**config.mk**
```make
export PLATFORM = sky130hd
export DESIGN_NAME = vstu_top
export DESIGN_NICKNAME = d
export VERILOG_FILES = /design/src/hdl/vstu_pkg.sv /design/src/hdl/lane_spill_reg.sv /design/src/hdl/store_insn_queue.sv /design/src/hdl/vstu_top.sv /design/src/hdl/w_beat_builder.sv
export VERILOG_INCLUDE_DIRS = /design/src /design/src/hdl
export SDC_FILE = /design/constraint.sdc
export NUM_CORES = 1
export LEC_CHECK = 0
export BUFFER_PORTS_ARGS = -buffer_cell sky130_fd_sc_hd__buf_2
export CORE_AREA = 2 2 245 247
export DETAILED_ROUTE_END_ITERATION = 8
export DIE_AREA = 0 0 247 249
export MAX_ROUTING_LAYER = met4
export PLACE_DENSITY_LB_ADDON = 0.3
export REMOVE_ABC_BUFFERS = 1
export SYNTH_ARGS = -nofsm -noshare
export SYNTH_HDL_FRONTEND = slang
export SYNTH_HIERARCHICAL = 1
export SYNTH_SLANG_ARGS = --single-unit
export TNS_END_PERCENT = 30
```
**constraint.sdc**
```tcl
create_clock -name clk_i -period 5.3 [get_ports clk_i]
set_input_delay 1.59 -clock clk_i [delete_from_list [all_inputs] [get_ports clk_i]]
set_output_delay 1.59 -clock clk_i [all_outputs]
set_load 0.005 [all_outputs]
```
**src/hdl/vstu_params.svh**
```systemverilog
/*
 * Build-time constants of the vector store unit
 * Lane geometry, queue sizing and counter widths
 */
`ifndef VSTU_PARAMS_SVH
`define VSTU_PARAMS_SVH

// Lanes feeding one W beat
`define VSTU_NR_LANES 4
// Bits per lane element
`define VSTU_ELEN 64
// Bytes carried by one lane word
`define VSTU_LANE_BYTES (`VSTU_ELEN / 8)
// Bytes per W beat, all lanes side by side
`define VSTU_BEAT_BYTES (`VSTU_NR_LANES * `VSTU_LANE_BYTES)

// In-flight store instructions
`define VSTU_INSN_DEPTH 4
// Instruction IDs handed out by the sequencer
`define VSTU_NR_VINSN 8

// Vector length field
`define VSTU_VL_W 8
// Byte count, enough for 255 elements of 8 bytes
`define VSTU_BYTE_CNT_W 12

`endif

```
**src/hdl/vstu_pkg.sv**
```systemverilog
/*
 * Shared types of the vector store unit
 * Element width and unit opcodes, plus the data and strobe widths
 */
`include "vstu_params.svh"

package vstu_pkg;

  //////////////////////////////////////////////////////////////////////
  // Encodings
  //////////////////////////////////////////////////////////////////////

  // Element width, value is the byte shift
  typedef enum logic [1:0] {
    EW8  = 2'd0,
    EW16 = 2'd1,
    EW32 = 2'd2,
    EW64 = 2'd3
  } vsew_e;

  // Functional unit targeted by a sequencer request
  typedef enum logic [1:0] {
    VFU_NONE  = 2'd0,
    VFU_ALU   = 2'd1,
    VFU_LOAD  = 2'd2,
    VFU_STORE = 2'd3
  } vfu_e;

  //////////////////////////////////////////////////////////////////////
  // Widths
  //////////////////////////////////////////////////////////////////////

  typedef logic [$clog2(`VSTU_NR_VINSN)-1:0] vid_t;
  typedef logic [`VSTU_VL_W-1:0]             vlen_t;
  typedef logic [`VSTU_BYTE_CNT_W-1:0]       byte_cnt_t;

  // One lane word and its byte enables
  typedef logic [`VSTU_ELEN-1:0]       elen_t;
  typedef logic [`VSTU_LANE_BYTES-1:0] lane_strb_t;

  // Full W beat
  typedef logic [8*`VSTU_BEAT_BYTES-1:0] beat_data_t;
  typedef logic [`VSTU_BEAT_BYTES-1:0]   beat_strb_t;

  // One bit per instruction ID
  typedef logic [`VSTU_NR_VINSN-1:0] vinsn_mask_t;

endpackage

```
**src/hdl/lane_spill_reg.sv**
```systemverilog
/*
 * Fall-through holding register for one lane
 * Separate entries for the operand word and its mask byte enables
 */
`timescale 1ns/1ps

module lane_spill_reg (
  input  logic                 clk_i,
  input  logic                 rst_ni,
  input  logic                 flush_i,
  // Lane side
  input  vstu_pkg::elen_t      operand_i,
  input  vstu_pkg::lane_strb_t mask_i,
  input  logic                 operand_valid_i,
  input  logic                 mask_valid_i,
  output logic                 operand_ready_o,
  output logic                 mask_ready_o,
  // Beat builder side
  output vstu_pkg::elen_t      operand_o,
  output vstu_pkg::lane_strb_t mask_o,
  output logic                 operand_valid_o,
  output logic                 mask_valid_o,
  input  logic                 pop_i
);

  logic operand_load, mask_load;

  // Room when empty, or when the builder drains it this cycle
  assign operand_ready_o = !operand_valid_o || pop_i;
  assign mask_ready_o    = !mask_valid_o || pop_i;

  assign operand_load = operand_valid_i && operand_ready_o;
  assign mask_load    = mask_valid_i && mask_ready_o;

  // Valid bits, flush drops whatever is held
  always_ff @(posedge clk_i or negedge rst_ni) begin
    if (!rst_ni) begin
      operand_valid_o <= 1'b0;
      mask_valid_o    <= 1'b0;
    end else if (flush_i) begin
      operand_valid_o <= 1'b0;
      mask_valid_o    <= 1'b0;
    end else begin
      if (operand_load || pop_i) operand_valid_o <= operand_load;
      if (mask_load || pop_i)    mask_valid_o    <= mask_load;
    end
  end

  // Payload
  always_ff @(posedge clk_i) begin
    if (operand_load) operand_o <= operand_i;
    if (mask_load)    mask_o    <= mask_i;
  end

endmodule

```
**src/hdl/store_insn_queue.sv**
```systemverilog
/*
 * Store instruction queue
 * Accept, issue and commit pointers over a small instruction array,
 * B-response commit and the registered done response to the sequencer
 */
`timescale 1ns/1ps
`include "vstu_params.svh"

module store_insn_queue (
  input  logic                  clk_i,
  input  logic                  rst_ni,
  // Sequencer request
  input  logic                  pe_req_valid_i,
  input  vstu_pkg::vid_t        pe_req_id_i,
  input  vstu_pkg::vfu_e        pe_req_vfu_i,
  input  vstu_pkg::vlen_t       pe_req_vl_i,
  input  vstu_pkg::vsew_e       pe_req_vsew_i,
  input  logic                  pe_req_vm_i,
  output logic                  pe_req_ready_o,
  // Oldest unissued instruction
  output logic                  issue_valid_o,
  output vstu_pkg::vlen_t       issue_vl_o,
  output vstu_pkg::vsew_e       issue_vsew_o,
  output logic                  issue_vm_o,
  input  logic                  issue_done_i,
  // B channel
  input  logic                  b_valid_i,
  output logic                  b_ready_o,
  // Status and response
  output logic                  store_pending_o,
  output logic                  store_complete_o,
  output vstu_pkg::vinsn_mask_t pe_resp_vinsn_done_o
);

  localparam int unsigned Depth = `VSTU_INSN_DEPTH;
  localparam int unsigned PntW  = $clog2(Depth);
  localparam int unsigned CntW  = PntW + 1;

  // Instruction array, payload only
  vstu_pkg::vid_t  id_q   [Depth];
  vstu_pkg::vlen_t vl_q   [Depth];
  vstu_pkg::vsew_e vsew_q [Depth];
  logic            vm_q   [Depth];

  // Accept, issue and commit positions
  logic [PntW-1:0] accept_pnt_q, issue_pnt_q, commit_pnt_q;
  // Instructions still to issue, and still to commit
  logic [CntW-1:0] issue_cnt_q, commit_cnt_q;

  logic accept, b_hs;

  function automatic logic [PntW-1:0] next_pnt(input logic [PntW-1:0] pnt);
    return (pnt == PntW'(Depth - 1)) ? '0 : pnt + 1'b1;
  endfunction

  //////////////////////////////////////////////////////////////////////
  // Handshakes
  //////////////////////////////////////////////////////////////////////

  assign pe_req_ready_o = (commit_cnt_q != CntW'(Depth));
  // Requests for other units pass by untouched
  assign accept = pe_req_valid_i && pe_req_ready_o &&
                  (pe_req_vfu_i == vstu_pkg::VFU_STORE);

  // Done issuing but not yet acknowledged
  assign b_ready_o        = (commit_cnt_q != issue_cnt_q);
  assign b_hs             = b_valid_i && b_ready_o;
  assign store_complete_o = b_hs;
  assign store_pending_o  = (commit_cnt_q != '0);

  // Issue view of the oldest unissued entry
  assign issue_valid_o = (issue_cnt_q != '0);
  assign issue_vl_o    = vl_q[issue_pnt_q];
  assign issue_vsew_o  = vsew_q[issue_pnt_q];
  assign issue_vm_o    = vm_q[issue_pnt_q];

  //////////////////////////////////////////////////////////////////////
  // Queue state
  //////////////////////////////////////////////////////////////////////

  always_ff @(posedge clk_i or negedge rst_ni) begin
    if (!rst_ni) begin
      accept_pnt_q         <= '0;
      issue_pnt_q          <= '0;
      commit_pnt_q         <= '0;
      issue_cnt_q          <= '0;
      commit_cnt_q         <= '0;
      pe_resp_vinsn_done_o <= '0;
    end else begin
      if (accept)       accept_pnt_q <= next_pnt(accept_pnt_q);
      if (issue_done_i) issue_pnt_q  <= next_pnt(issue_pnt_q);
      if (b_hs)         commit_pnt_q <= next_pnt(commit_pnt_q);
      issue_cnt_q  <= issue_cnt_q + CntW'(accept) - CntW'(issue_done_i);
      commit_cnt_q <= commit_cnt_q + CntW'(accept) - CntW'(b_hs);
      // One-cycle done bit for the ID that just committed
      pe_resp_vinsn_done_o <= b_hs ? vstu_pkg::vinsn_mask_t'(1) << id_q[commit_pnt_q] : '0;
    end
  end

  always_ff @(posedge clk_i) begin
    if (accept) begin
      id_q[accept_pnt_q]   <= pe_req_id_i;
      vl_q[accept_pnt_q]   <= pe_req_vl_i;
      vsew_q[accept_pnt_q] <= pe_req_vsew_i;
      vm_q[accept_pnt_q]   <= pe_req_vm_i;
    end
  end

endmodule

```
**src/hdl/vstu_top.sv**
```systemverilog
/*
 * Vector store unit top
 * Instruction queue, per-lane spill registers and the W beat builder
 */
`timescale 1ns/1ps
`include "vstu_params.svh"

module vstu_top (
  input  logic                                       clk_i,
  input  logic                                       rst_ni,
  input  logic                                       flush_i,
  // Sequencer request
  input  logic                                       pe_req_valid_i,
  input  vstu_pkg::vid_t                             pe_req_id_i,
  input  vstu_pkg::vfu_e                             pe_req_vfu_i,
  input  vstu_pkg::vlen_t                            pe_req_vl_i,
  input  vstu_pkg::vsew_e                            pe_req_vsew_i,
  input  logic                                       pe_req_vm_i,
  output logic                                       pe_req_ready_o,
  // Lanes
  input  vstu_pkg::elen_t      [`VSTU_NR_LANES-1:0] stu_operand_i,
  input  logic                 [`VSTU_NR_LANES-1:0] stu_operand_valid_i,
  output logic                 [`VSTU_NR_LANES-1:0] stu_operand_ready_o,
  // Mask unit
  input  vstu_pkg::lane_strb_t [`VSTU_NR_LANES-1:0] mask_i,
  input  logic                 [`VSTU_NR_LANES-1:0] mask_valid_i,
  output logic                 [`VSTU_NR_LANES-1:0] mask_ready_o,
  // AXI W
  output vstu_pkg::beat_data_t                       axi_w_data_o,
  output vstu_pkg::beat_strb_t                       axi_w_strb_o,
  output logic                                       axi_w_last_o,
  output logic                                       axi_w_valid_o,
  input  logic                                       axi_w_ready_i,
  // AXI B
  input  logic                                       axi_b_valid_i,
  output logic                                       axi_b_ready_o,
  // Status
  output logic                                       store_pending_o,
  output logic                                       store_complete_o,
  output vstu_pkg::vinsn_mask_t                      pe_resp_vinsn_done_o
);

  // Lane register outputs toward the builder
  vstu_pkg::elen_t      [`VSTU_NR_LANES-1:0] lane_operand;
  vstu_pkg::lane_strb_t [`VSTU_NR_LANES-1:0] lane_mask;
  logic                 [`VSTU_NR_LANES-1:0] lane_operand_valid, lane_mask_valid;
  logic                                      lane_pop;

  // Issue handshake
  logic            issue_valid, issue_vm, issue_done;
  vstu_pkg::vlen_t issue_vl;
  vstu_pkg::vsew_e issue_vsew;

  store_insn_queue u_queue (
    .clk_i                (clk_i),
    .rst_ni               (rst_ni),
    .pe_req_valid_i       (pe_req_valid_i),
    .pe_req_id_i          (pe_req_id_i),
    .pe_req_vfu_i         (pe_req_vfu_i),
    .pe_req_vl_i          (pe_req_vl_i),
    .pe_req_vsew_i        (pe_req_vsew_i),
    .pe_req_vm_i          (pe_req_vm_i),
    .pe_req_ready_o       (pe_req_ready_o),
    .issue_valid_o        (issue_valid),
    .issue_vl_o           (issue_vl),
    .issue_vsew_o         (issue_vsew),
    .issue_vm_o           (issue_vm),
    .issue_done_i         (issue_done),
    .b_valid_i            (axi_b_valid_i),
    .b_ready_o            (axi_b_ready_o),
    .store_pending_o      (store_pending_o),
    .store_complete_o     (store_complete_o),
    .pe_resp_vinsn_done_o (pe_resp_vinsn_done_o)
  );

  // One spill register per lane, all drained by the same pop
  for (genvar l = 0; l < `VSTU_NR_LANES; l++) begin : gen_lane
    lane_spill_reg u_spill (
      .clk_i           (clk_i),
      .rst_ni          (rst_ni),
      .flush_i         (flush_i),
      .operand_i       (stu_operand_i[l]),
      .mask_i          (mask_i[l]),
      .operand_valid_i (stu_operand_valid_i[l]),
      .mask_valid_i    (mask_valid_i[l]),
      .operand_ready_o (stu_operand_ready_o[l]),
      .mask_ready_o    (mask_ready_o[l]),
      .operand_o       (lane_operand[l]),
      .mask_o          (lane_mask[l]),
      .operand_valid_o (lane_operand_valid[l]),
      .mask_valid_o    (lane_mask_valid[l]),
      .pop_i           (lane_pop)
    );
  end

  w_beat_builder u_builder (
    .clk_i                (clk_i),
    .rst_ni               (rst_ni),
    .issue_valid_i        (issue_valid),
    .issue_vl_i           (issue_vl),
    .issue_vsew_i         (issue_vsew),
    .issue_vm_i           (issue_vm),
    .issue_done_o         (issue_done),
    .lane_operand_i       (lane_operand),
    .lane_mask_i          (lane_mask),
    .lane_operand_valid_i (lane_operand_valid),
    .lane_mask_valid_i    (lane_mask_valid),
    .lane_pop_o           (lane_pop),
    .w_data_o             (axi_w_data_o),
    .w_strb_o             (axi_w_strb_o),
    .w_last_o             (axi_w_last_o),
    .w_valid_o            (axi_w_valid_o),
    .w_ready_i            (axi_w_ready_i)
  );

endmodule

```
**src/hdl/w_beat_builder.sv**
```systemverilog
/*
 * W beat builder
 * Packs the lane registers into one W beat per handshake and keeps
 * the remaining byte count of the issuing store
 */
`timescale 1ns/1ps
`include "vstu_params.svh"

module w_beat_builder (
  input  logic                                       clk_i,
  input  logic                                       rst_ni,
  // Issuing instruction
  input  logic                                       issue_valid_i,
  input  vstu_pkg::vlen_t                            issue_vl_i,
  input  vstu_pkg::vsew_e                            issue_vsew_i,
  input  logic                                       issue_vm_i,
  output logic                                       issue_done_o,
  // Lane registers
  input  vstu_pkg::elen_t      [`VSTU_NR_LANES-1:0] lane_operand_i,
  input  vstu_pkg::lane_strb_t [`VSTU_NR_LANES-1:0] lane_mask_i,
  input  logic                 [`VSTU_NR_LANES-1:0] lane_operand_valid_i,
  input  logic                 [`VSTU_NR_LANES-1:0] lane_mask_valid_i,
  output logic                                       lane_pop_o,
  // W channel
  output vstu_pkg::beat_data_t                       w_data_o,
  output vstu_pkg::beat_strb_t                       w_strb_o,
  output logic                                       w_last_o,
  output logic                                       w_valid_o,
  input  logic                                       w_ready_i
);

  // Bytes still owed by the issuing store
  vstu_pkg::byte_cnt_t rem_q, rem;
  // First beat of the store already sent
  logic                started_q;
  logic                w_hs;

  //////////////////////////////////////////////////////////////////////
  // Byte count
  //////////////////////////////////////////////////////////////////////

  // A fresh store takes its count straight from vl and element width
  assign rem = started_q ? rem_q : (vstu_pkg::byte_cnt_t'(issue_vl_i) << issue_vsew_i);

  assign w_last_o = (rem <= vstu_pkg::byte_cnt_t'(`VSTU_BEAT_BYTES));

  // Every lane word present, and the masks too unless unmasked
  assign w_valid_o = issue_valid_i && (&lane_operand_valid_i) &&
                     (issue_vm_i || (&lane_mask_valid_i));

  assign w_hs         = w_valid_o && w_ready_i;
  assign lane_pop_o   = w_hs;
  assign issue_done_o = w_hs && w_last_o;

  always_ff @(posedge clk_i or negedge rst_ni) begin
    if (!rst_ni) begin
      rem_q     <= '0;
      started_q <= 1'b0;
    end else if (w_hs) begin
      // Final beat hands over to the next instruction
      started_q <= !w_last_o;
      rem_q     <= rem - vstu_pkg::byte_cnt_t'(`VSTU_BEAT_BYTES);
    end
  end

  //////////////////////////////////////////////////////////////////////
  // Beat assembly
  //////////////////////////////////////////////////////////////////////

  // Sequential map, lane l fills bytes 8l to 8l+7
  always_comb begin
    for (int l = 0; l < `VSTU_NR_LANES; l++) begin
      w_data_o[`VSTU_ELEN*l +: `VSTU_ELEN] = lane_operand_i[l];
    end
  end

  // Strobe on bytes still inside the store, filtered by the mask
  always_comb begin
    for (int k = 0; k < `VSTU_BEAT_BYTES; k++) begin
      w_strb_o[k] = (k < int'(rem)) &&
                    (issue_vm_i ||
                     lane_mask_i[k / `VSTU_LANE_BYTES][k % `VSTU_LANE_BYTES]);
    end
  end

endmodule

```
# [Yosys cells after proc, flatten, opt, wreduce, memory -nomap -nowiden]
# Memories as Yosys holds them, arrays and structs flattened.
# Cells that the tools add are included.
[totals] reg_bits=329 ram_bits=56 input_bits=318 output_inout_bits=310 wordCells=217 n_memories=4
[mem_list] memory="u_queue.vl_q" words=4 width=8 read_ports=1 rd_clocked_by_memory_dff=0 write_ports=1 line_no="store_insn_queue.sv:41" source="vstu_pkg::vlen_t vl_q [Depth];"
[mem_list] memory="u_queue.id_q" words=4 width=3 read_ports=1 rd_clocked_by_memory_dff=0 write_ports=1 line_no="store_insn_queue.sv:40" source="vstu_pkg::vid_t id_q [Depth];"
[mem_list] memory="u_queue.vsew_q" words=4 width=2 read_ports=1 rd_clocked_by_memory_dff=0 write_ports=1 line_no="store_insn_queue.sv:42" source="vstu_pkg::vsew_e vsew_q [Depth];"
[mem_list] memory="u_queue.vm_q" words=4 width=1 read_ports=1 rd_clocked_by_memory_dff=0 write_ports=1 line_no="store_insn_queue.sv:43" source="logic vm_q [Depth];"
[op_classes] add_sub_neg=8 magnitude_cmp=33 n_eq_ne=6 n_shift=2 n_mux=23 n_reduce_logical=117
[op_table] operator="$lt A5 B12 Y1 const A" count=16
[op_table] operator="$lt A4 B12 Y1 const A" count=8
[op_table] operator="$logic_or A1 B1 Y1" count=49
[op_table] operator="$lt A3 B12 Y1 const A" count=4
[op_table] operator="$logic_and A1 B1 Y1" count=47
[op_table] operator="$lt A1 B12 Y1 const A" count=2
[op_table] operator="$lt A2 B12 Y1 const A" count=2
[op_table] operator="$mux W1" count=18
[op_table] operator="$reduce_bool A2 Y1" count=8
[op_table] operator="$le A12 B6 Y1 const B" count=1
[op_table] operator="$mux W12" count=1
[op_table] operator="$shl A8 B2 Y12" count=1
[op_table] operator="$sub A12 B6 Y12 const B" count=1
[op_table] operator="$logic_not A1 Y1" count=9
[op_table] operator="$eq A2 B2 Y1 const B" count=4
[op_table] operator="$mux W8" count=1
[op_table] operator="$reduce_and A4 Y1" count=2
[op_table] operator="$shl A1 B3 Y8 const A" count=1
[op_table] operator="$add A2 B1 Y2 const B" count=3
[op_table] operator="$add A3 B1 Y3" count=2
[op_table] operator="$mux W2" count=3
[op_table] operator="$reduce_bool A3 Y1" count=2
[op_table] operator="$sub A3 B1 Y3" count=2
[op_table] operator="$ne A3 B3 Y1" count=1
[op_table] operator="$ne A3 B3 Y1 const B" count=1

# [Logic depth before layout (Yosys ltp)]
[depth] word_depth=9 ltp_mapped=18 mapped_depth_nobuf=15

# [Hierarchy]
# The synthesis kept the hierarchy.
[by_module_without_submodules] module="lane_spill_reg" n_inst=4 cells_each=82 area_per_inst_um2=2269.7 seq_area_each_um2=2212.1
[by_module_without_submodules] module="w_beat_builder" n_inst=1 cells_each=482 area_per_inst_um2=3457.1 seq_area_each_um2=325.3
[by_module_without_submodules] module="store_insn_queue" n_inst=1 cells_each=160 area_per_inst_um2=3025.4 seq_area_each_um2=2182.1

# [Worst setup path after synthesis]
# OpenSTA, ideal clock, no wires.
[synth_timing] path_type="reg2out" startpoint="register u_queue.issue_pnt_q[0]" endpoint="output port axi_w_strb_o[18]" t_arrival_ns=2.743 required_time_ns=3.710 setup_slack_ns=0.967 path_stages_with_launch=10 n_path_buf=3 cell_sequence="dfrtp_1 > buf_2 > mux4_2 > or2_2 > buf_2 > o22ai_1 > or2_2 > clkbuf_1 > o21ai_0 > a21oi_1"
[synth_via] elab_chain_len=5 word_cells_on_any_way=8 classes_between="1 x order compare; 1 x shift; 1 x mux; 2 x reduce/logical; 3 x memory"
[synth_rtl] element="start, declared" line_no="store_insn_queue.sv:46" source="logic [PntW-1:0] accept_pnt_q, issue_pnt_q, commit_pnt_q;"
[synth_rtl] element="start signal, assigned" line_no="store_insn_queue.sv:91" source="if (issue_done_i) issue_pnt_q <= next_pnt(issue_pnt_q);"
[synth_rtl] element="$mem_v2 Z4 W2"
[synth_rtl] element="net issue_vsew[1]" line_no="vstu_top.sv:52" source="vstu_pkg::vsew_e issue_vsew;"
[synth_rtl] element="$shl A8 B2 Y12" line_no="w_beat_builder.sv:43" source="assign rem = started_q ? rem_q : (vstu_pkg::byte_cnt_t'(issue_vl_i) << issue_vsew_i);"
[synth_rtl] element="$mux W12" line_no="w_beat_builder.sv:43"
[synth_rtl] element="$lt A5 B12 Y1" line_no="w_beat_builder.sv:80" source="w_strb_o[k] = (k < int'(rem)) &&"
[synth_rtl] element="$logic_and A1 B1 Y1" line_no="w_beat_builder.sv:80"
[synth_rtl] element="end, declared" line_no="vstu_top.sv:30" source="output vstu_pkg::beat_strb_t axi_w_strb_o,"
# The timed path passes the listed nets, and every way through them passes these cells.

# [Final worst setup path]
[layout_timing] startpoint="register u_queue.issue_pnt_q[1]" endpoint="output port axi_w_strb_o[13]"
[layout_via] elab_chain_len=5 word_cells_on_any_way=8 classes_between="1 x order compare; 1 x shift; 1 x mux; 2 x reduce/logical; 3 x memory"
[layout_rtl] element="$mem_v2 Z4 W2"
[layout_rtl] element="net issue_vsew[1]" line_no="vstu_top.sv:52"
[layout_rtl] element="$shl A8 B2 Y12" line_no="w_beat_builder.sv:43"
[layout_rtl] element="$mux W12" line_no="w_beat_builder.sv:43"
[layout_rtl] element="$lt A4 B12 Y1" line_no="w_beat_builder.sv:80"
[layout_rtl] element="$logic_and A1 B1 Y1" line_no="w_beat_builder.sv:80"
# The timed path passes the listed nets, and every way through them passes these cells.

==> results.ini <==
[cells_and_area]
layout-drive-gt1-share_pct=52.4
n_fill_cell=5838
syn2layout_area_growth_pct=23.1
nNetsFinal=1713
instances_no_fill=2201

[die]
die_area_um2=61500
ios=628
die_h_um=249
start_util_pct=26.5
core_um2=58700
die_x_um=247
rows=89

[worst_hold_path]
min_path_type=reg2reg

[clocking]
cts_tree=done
cts_hold_buf=0
clk_pin_slew_worst_paths_ns=0.06
htree_levels=2
clock_latency_ns=0.57
cts.sink_count=385
ctsRootBufferMaster=clkbuf_16
cts.path.max_buffers=3
cts_buffers=43

[logic_synthesis]
synth_most_common_cell=edfxtp_1
yosys.area.top_type=edfxtp_1
synthTopCellsByCount=344 x edfxtp_1, 256 x buf_4, 46 x nor2_1
synthDistinctLibCells=55
yosysWarnings=6
synth_mux_area_share_pct=3.06
synth-seq-cells=385
yosys.area_share.adder_pct=1.22
yosysSeqAreaShare_pct=73.0
synth_xor_area_share_pct=0.732
synth_top_area_share_pct=66.4
synth-compound-area-share_pct=3.86
netlist_area_um2=15600
synthCells=970
synth.area.top_cells=edfxtp_1 66%, buf_4 12%, dfrtp_1 6.6%, mux4_2 1.7%, nor2_1 1.1%
synth_edf_count=344
yosys.area_share.simple_pct=4.70
syn_avg_cell_area_um2=16.0
synth_top_family_by_area=buffers and inverters
async_reset_ff_share_pct=10.6
synth_ff_type=edfxtp_1

[route]
vias_per_cell=4.18
wire_per_inst_um=21.7
first_pass_iters=5
drc=0
num_vias=9196
routed_wl_mm=47.9
drt_iter0_drc=542
ant_nets=0

[timing]
hold_violations=0
setup_violations=0
post-route-period-util_pct=95.7
slew_violations=0
min_period_ns=5.07
fin_skew_ns=0.0181
fin_setup_tns_ns=0
worst_pin_slew_ns=1.08
rsz0062_at_grt=no
slew_headroom_pct=27.7
fmax_mhz=197

[place]
placed_cells=2108
gp_congestion=0.943
dp_hpwl_mm=37.5
io_buffer_count=627

[power_and_ir_drop]
p_leak_nw=7.80
power.density_nw_per_um2=414
pwr-share-comb_pct=17.6
seq_power_share_pct=46.7
switching_share_pct=26.2
power.switching_mw=2.08
ir_drop_mv=0.272
p_int_mw=5.85
power_frac_clock_pct=35.7

[worst_setup_path]
cp-end-kind=primary output
crit_type=reg2out
worstPathArrival_ns=3.48
cp-start-kind=flop
required_ns=3.71
worstPathMaxFanout=13

[global_routing]
grt_use_total_pct=15.5
first_global_vias=9693
grt_first_pass_wirelength_mm=66.5
gr-total-overflow=0
antenna_found_initial=28
grt_max_degree=65

[job]
max_cap_viol_count=0

[run_status]
status=finished clean

==> state kept, by name (all words and copies together) (netlist names), 3 cells and up <==
| signal | cells |
|---|---|
| gen_lane.u_spill/operand_o | 256 |
| u_queue/vl_q | 32 |
| u_queue/id_q | 12 |
| gen_lane.u_spill/mask_o | 32 |
| u_queue/commit_cnt_q | 3 |
| u_queue/vsew_q | 8 |
| u_builder/rem_q | 12 |
| gen_lane.u_spill/operand_valid_o | 4 |
| gen_lane.u_spill/mask_valid_o | 4 |
| u_queue/issue_cnt_q | 3 |
| u_queue/pe_resp_vinsn_done_o | 8 |
| u_queue/vm_q | 4 |
==> power by group through the flow <==
stage          Sequential, mW  Clock, mW  Combinational [mW]
2_1_floorplan            3.75          0               0.683
3_3_place_gp             3.76          0                1.36
3_5_place_dp             3.76          0                1.38
4_1_cts                  3.70       2.93                1.41
5_1_grt                  3.73       3.04                1.54
6_report                 3.70       2.83                1.40
==> layer usage <==
layer | vias up | GRT usage, % | part of all wire (%)
li1 | 4101 | - | -
met1 | 4542 | 18.0 | 39
met2 | 483 | 25.6 | 50
met3 | 70 | 5.24 | 9.8
met4 | 0 | 3.99 | 2.1
met5 | - | - | 0
==> through the flow <==
| stage | cell area, um^2 | setup slack, ns | power, mW | util, % | hold slack, ns |
|---|---|---|---|---|---|
| 3_3_place_gp | 17800 | 0.513 | 5.11 | 30.3 | 0.457 |
| 3_5_place_dp | 17800 | 0.487 | 5.14 | 30.3 | 0.466 |
| 6_report | 19200 | 0.228 | 7.93 | 32.6 | 0.481 |
| 4_1_cts | 19100 | 0.00826 | 8.05 | 32.6 | 0.480 |
| 2_1_floorplan | 13600 | 0.652 | 4.44 | - | 0.442 |
| 5_1_grt | 19100 | 0.0284 | 8.30 | 32.6 | 0.510 |
==> cells in the final DEF, fill, tap and decap left out, types with 9 or more instances in the layout <==
master,instances
a21oi_1,31
and2_1,10
buf_2,627
buf_4,12
clkbuf_1,10
clkbuf_16,45
clkinv_1,10
dfrtp_1,40
diode_2,15
edfxtp_1,344
ha_1,12
inv_1,22
mux4_2,12
nand2_1,35
nor2_1,46
o21ai_0,25
o22a_1,11
xnor2_1,9
==> worst paths after layout <==
| kind | startpoint | end | slack (ns) | cells after the start |
|---|---|---|---|---|
| worst max-delay path | u_queue/issue_pnt_q[1]$_DFFE_PN0P_ | axi_w_strb_o[13] | 0.23 | 7 |
| worst min-delay path | u_builder/rem_q[6]$_DFFE_PN0N_ | u_builder/rem_q[6]$_DFFE_PN0N_ | 0.48 | 2 |
| worst max register to register | u_queue/issue_pnt_q[1]$_DFFE_PN0P_ | u_queue/issue_cnt_q[2]$_DFF_PN0_ | 1.11 | 13 |
| worst min register to register | u_builder/rem_q[6]$_DFFE_PN0N_ | u_builder/rem_q[6]$_DFFE_PN0N_ | 0.48 | 2 |
| max in group asynchronous | rst_ni | u_queue/issue_pnt_q[0]$_DFFE_PN0P_ | 3.32 | 1 |
| min in group asynchronous | rst_ni | u_queue/commit_pnt_q[1]$_DFFE_PN0P_ | 1.23 | 1 |
==> critical path, cell delays in order (launching register included) <==
cell and delay [ns]:
dfrtp_1 0.64, mux4_2 0.47, or2_2 0.42, o221a_2 0.36, nor2_1 0.50, nand2_1 0.23
a21oi_1 0.17, buf_2 0.13
==> repair_timing <==
action | 4_1_cts | 5_1_grt
setup endpoints to repair | 14 | 31
setup buffers | 1 | 0
pin swaps | 1 | 0
resized for setup | 1 | 3
==> final cells by class <==
type	count	area, um^2	area share [%]
antenna	15	37.5	0.196
clock buffer	57	1190	6.22
clock inverter	20	140	0.731
inverter	22	82.6	0.431
multi-input combinational	289	2140	11.1
sequential	385	11400	59.3
tap	773	967	5.05
timing repair buffer	640	3250	17.0
==> cells by family (layout without fill, tap and decap cells) <==
logic type / Yosys count / count (layout)
flip-flops: 385 / 385
multiplexers: 28 / 28
buffers and inverters: 296 / 739
other: 0 / 15
adder cells (fa/ha/maj): 14 / 14
XOR/XNOR: 13 / 13
AO/OA/AOI/OAI: 95 / 95
AND/OR/NAND/NOR: 139 / 139
Note: power is estimated with default switching activity, not from simulation.
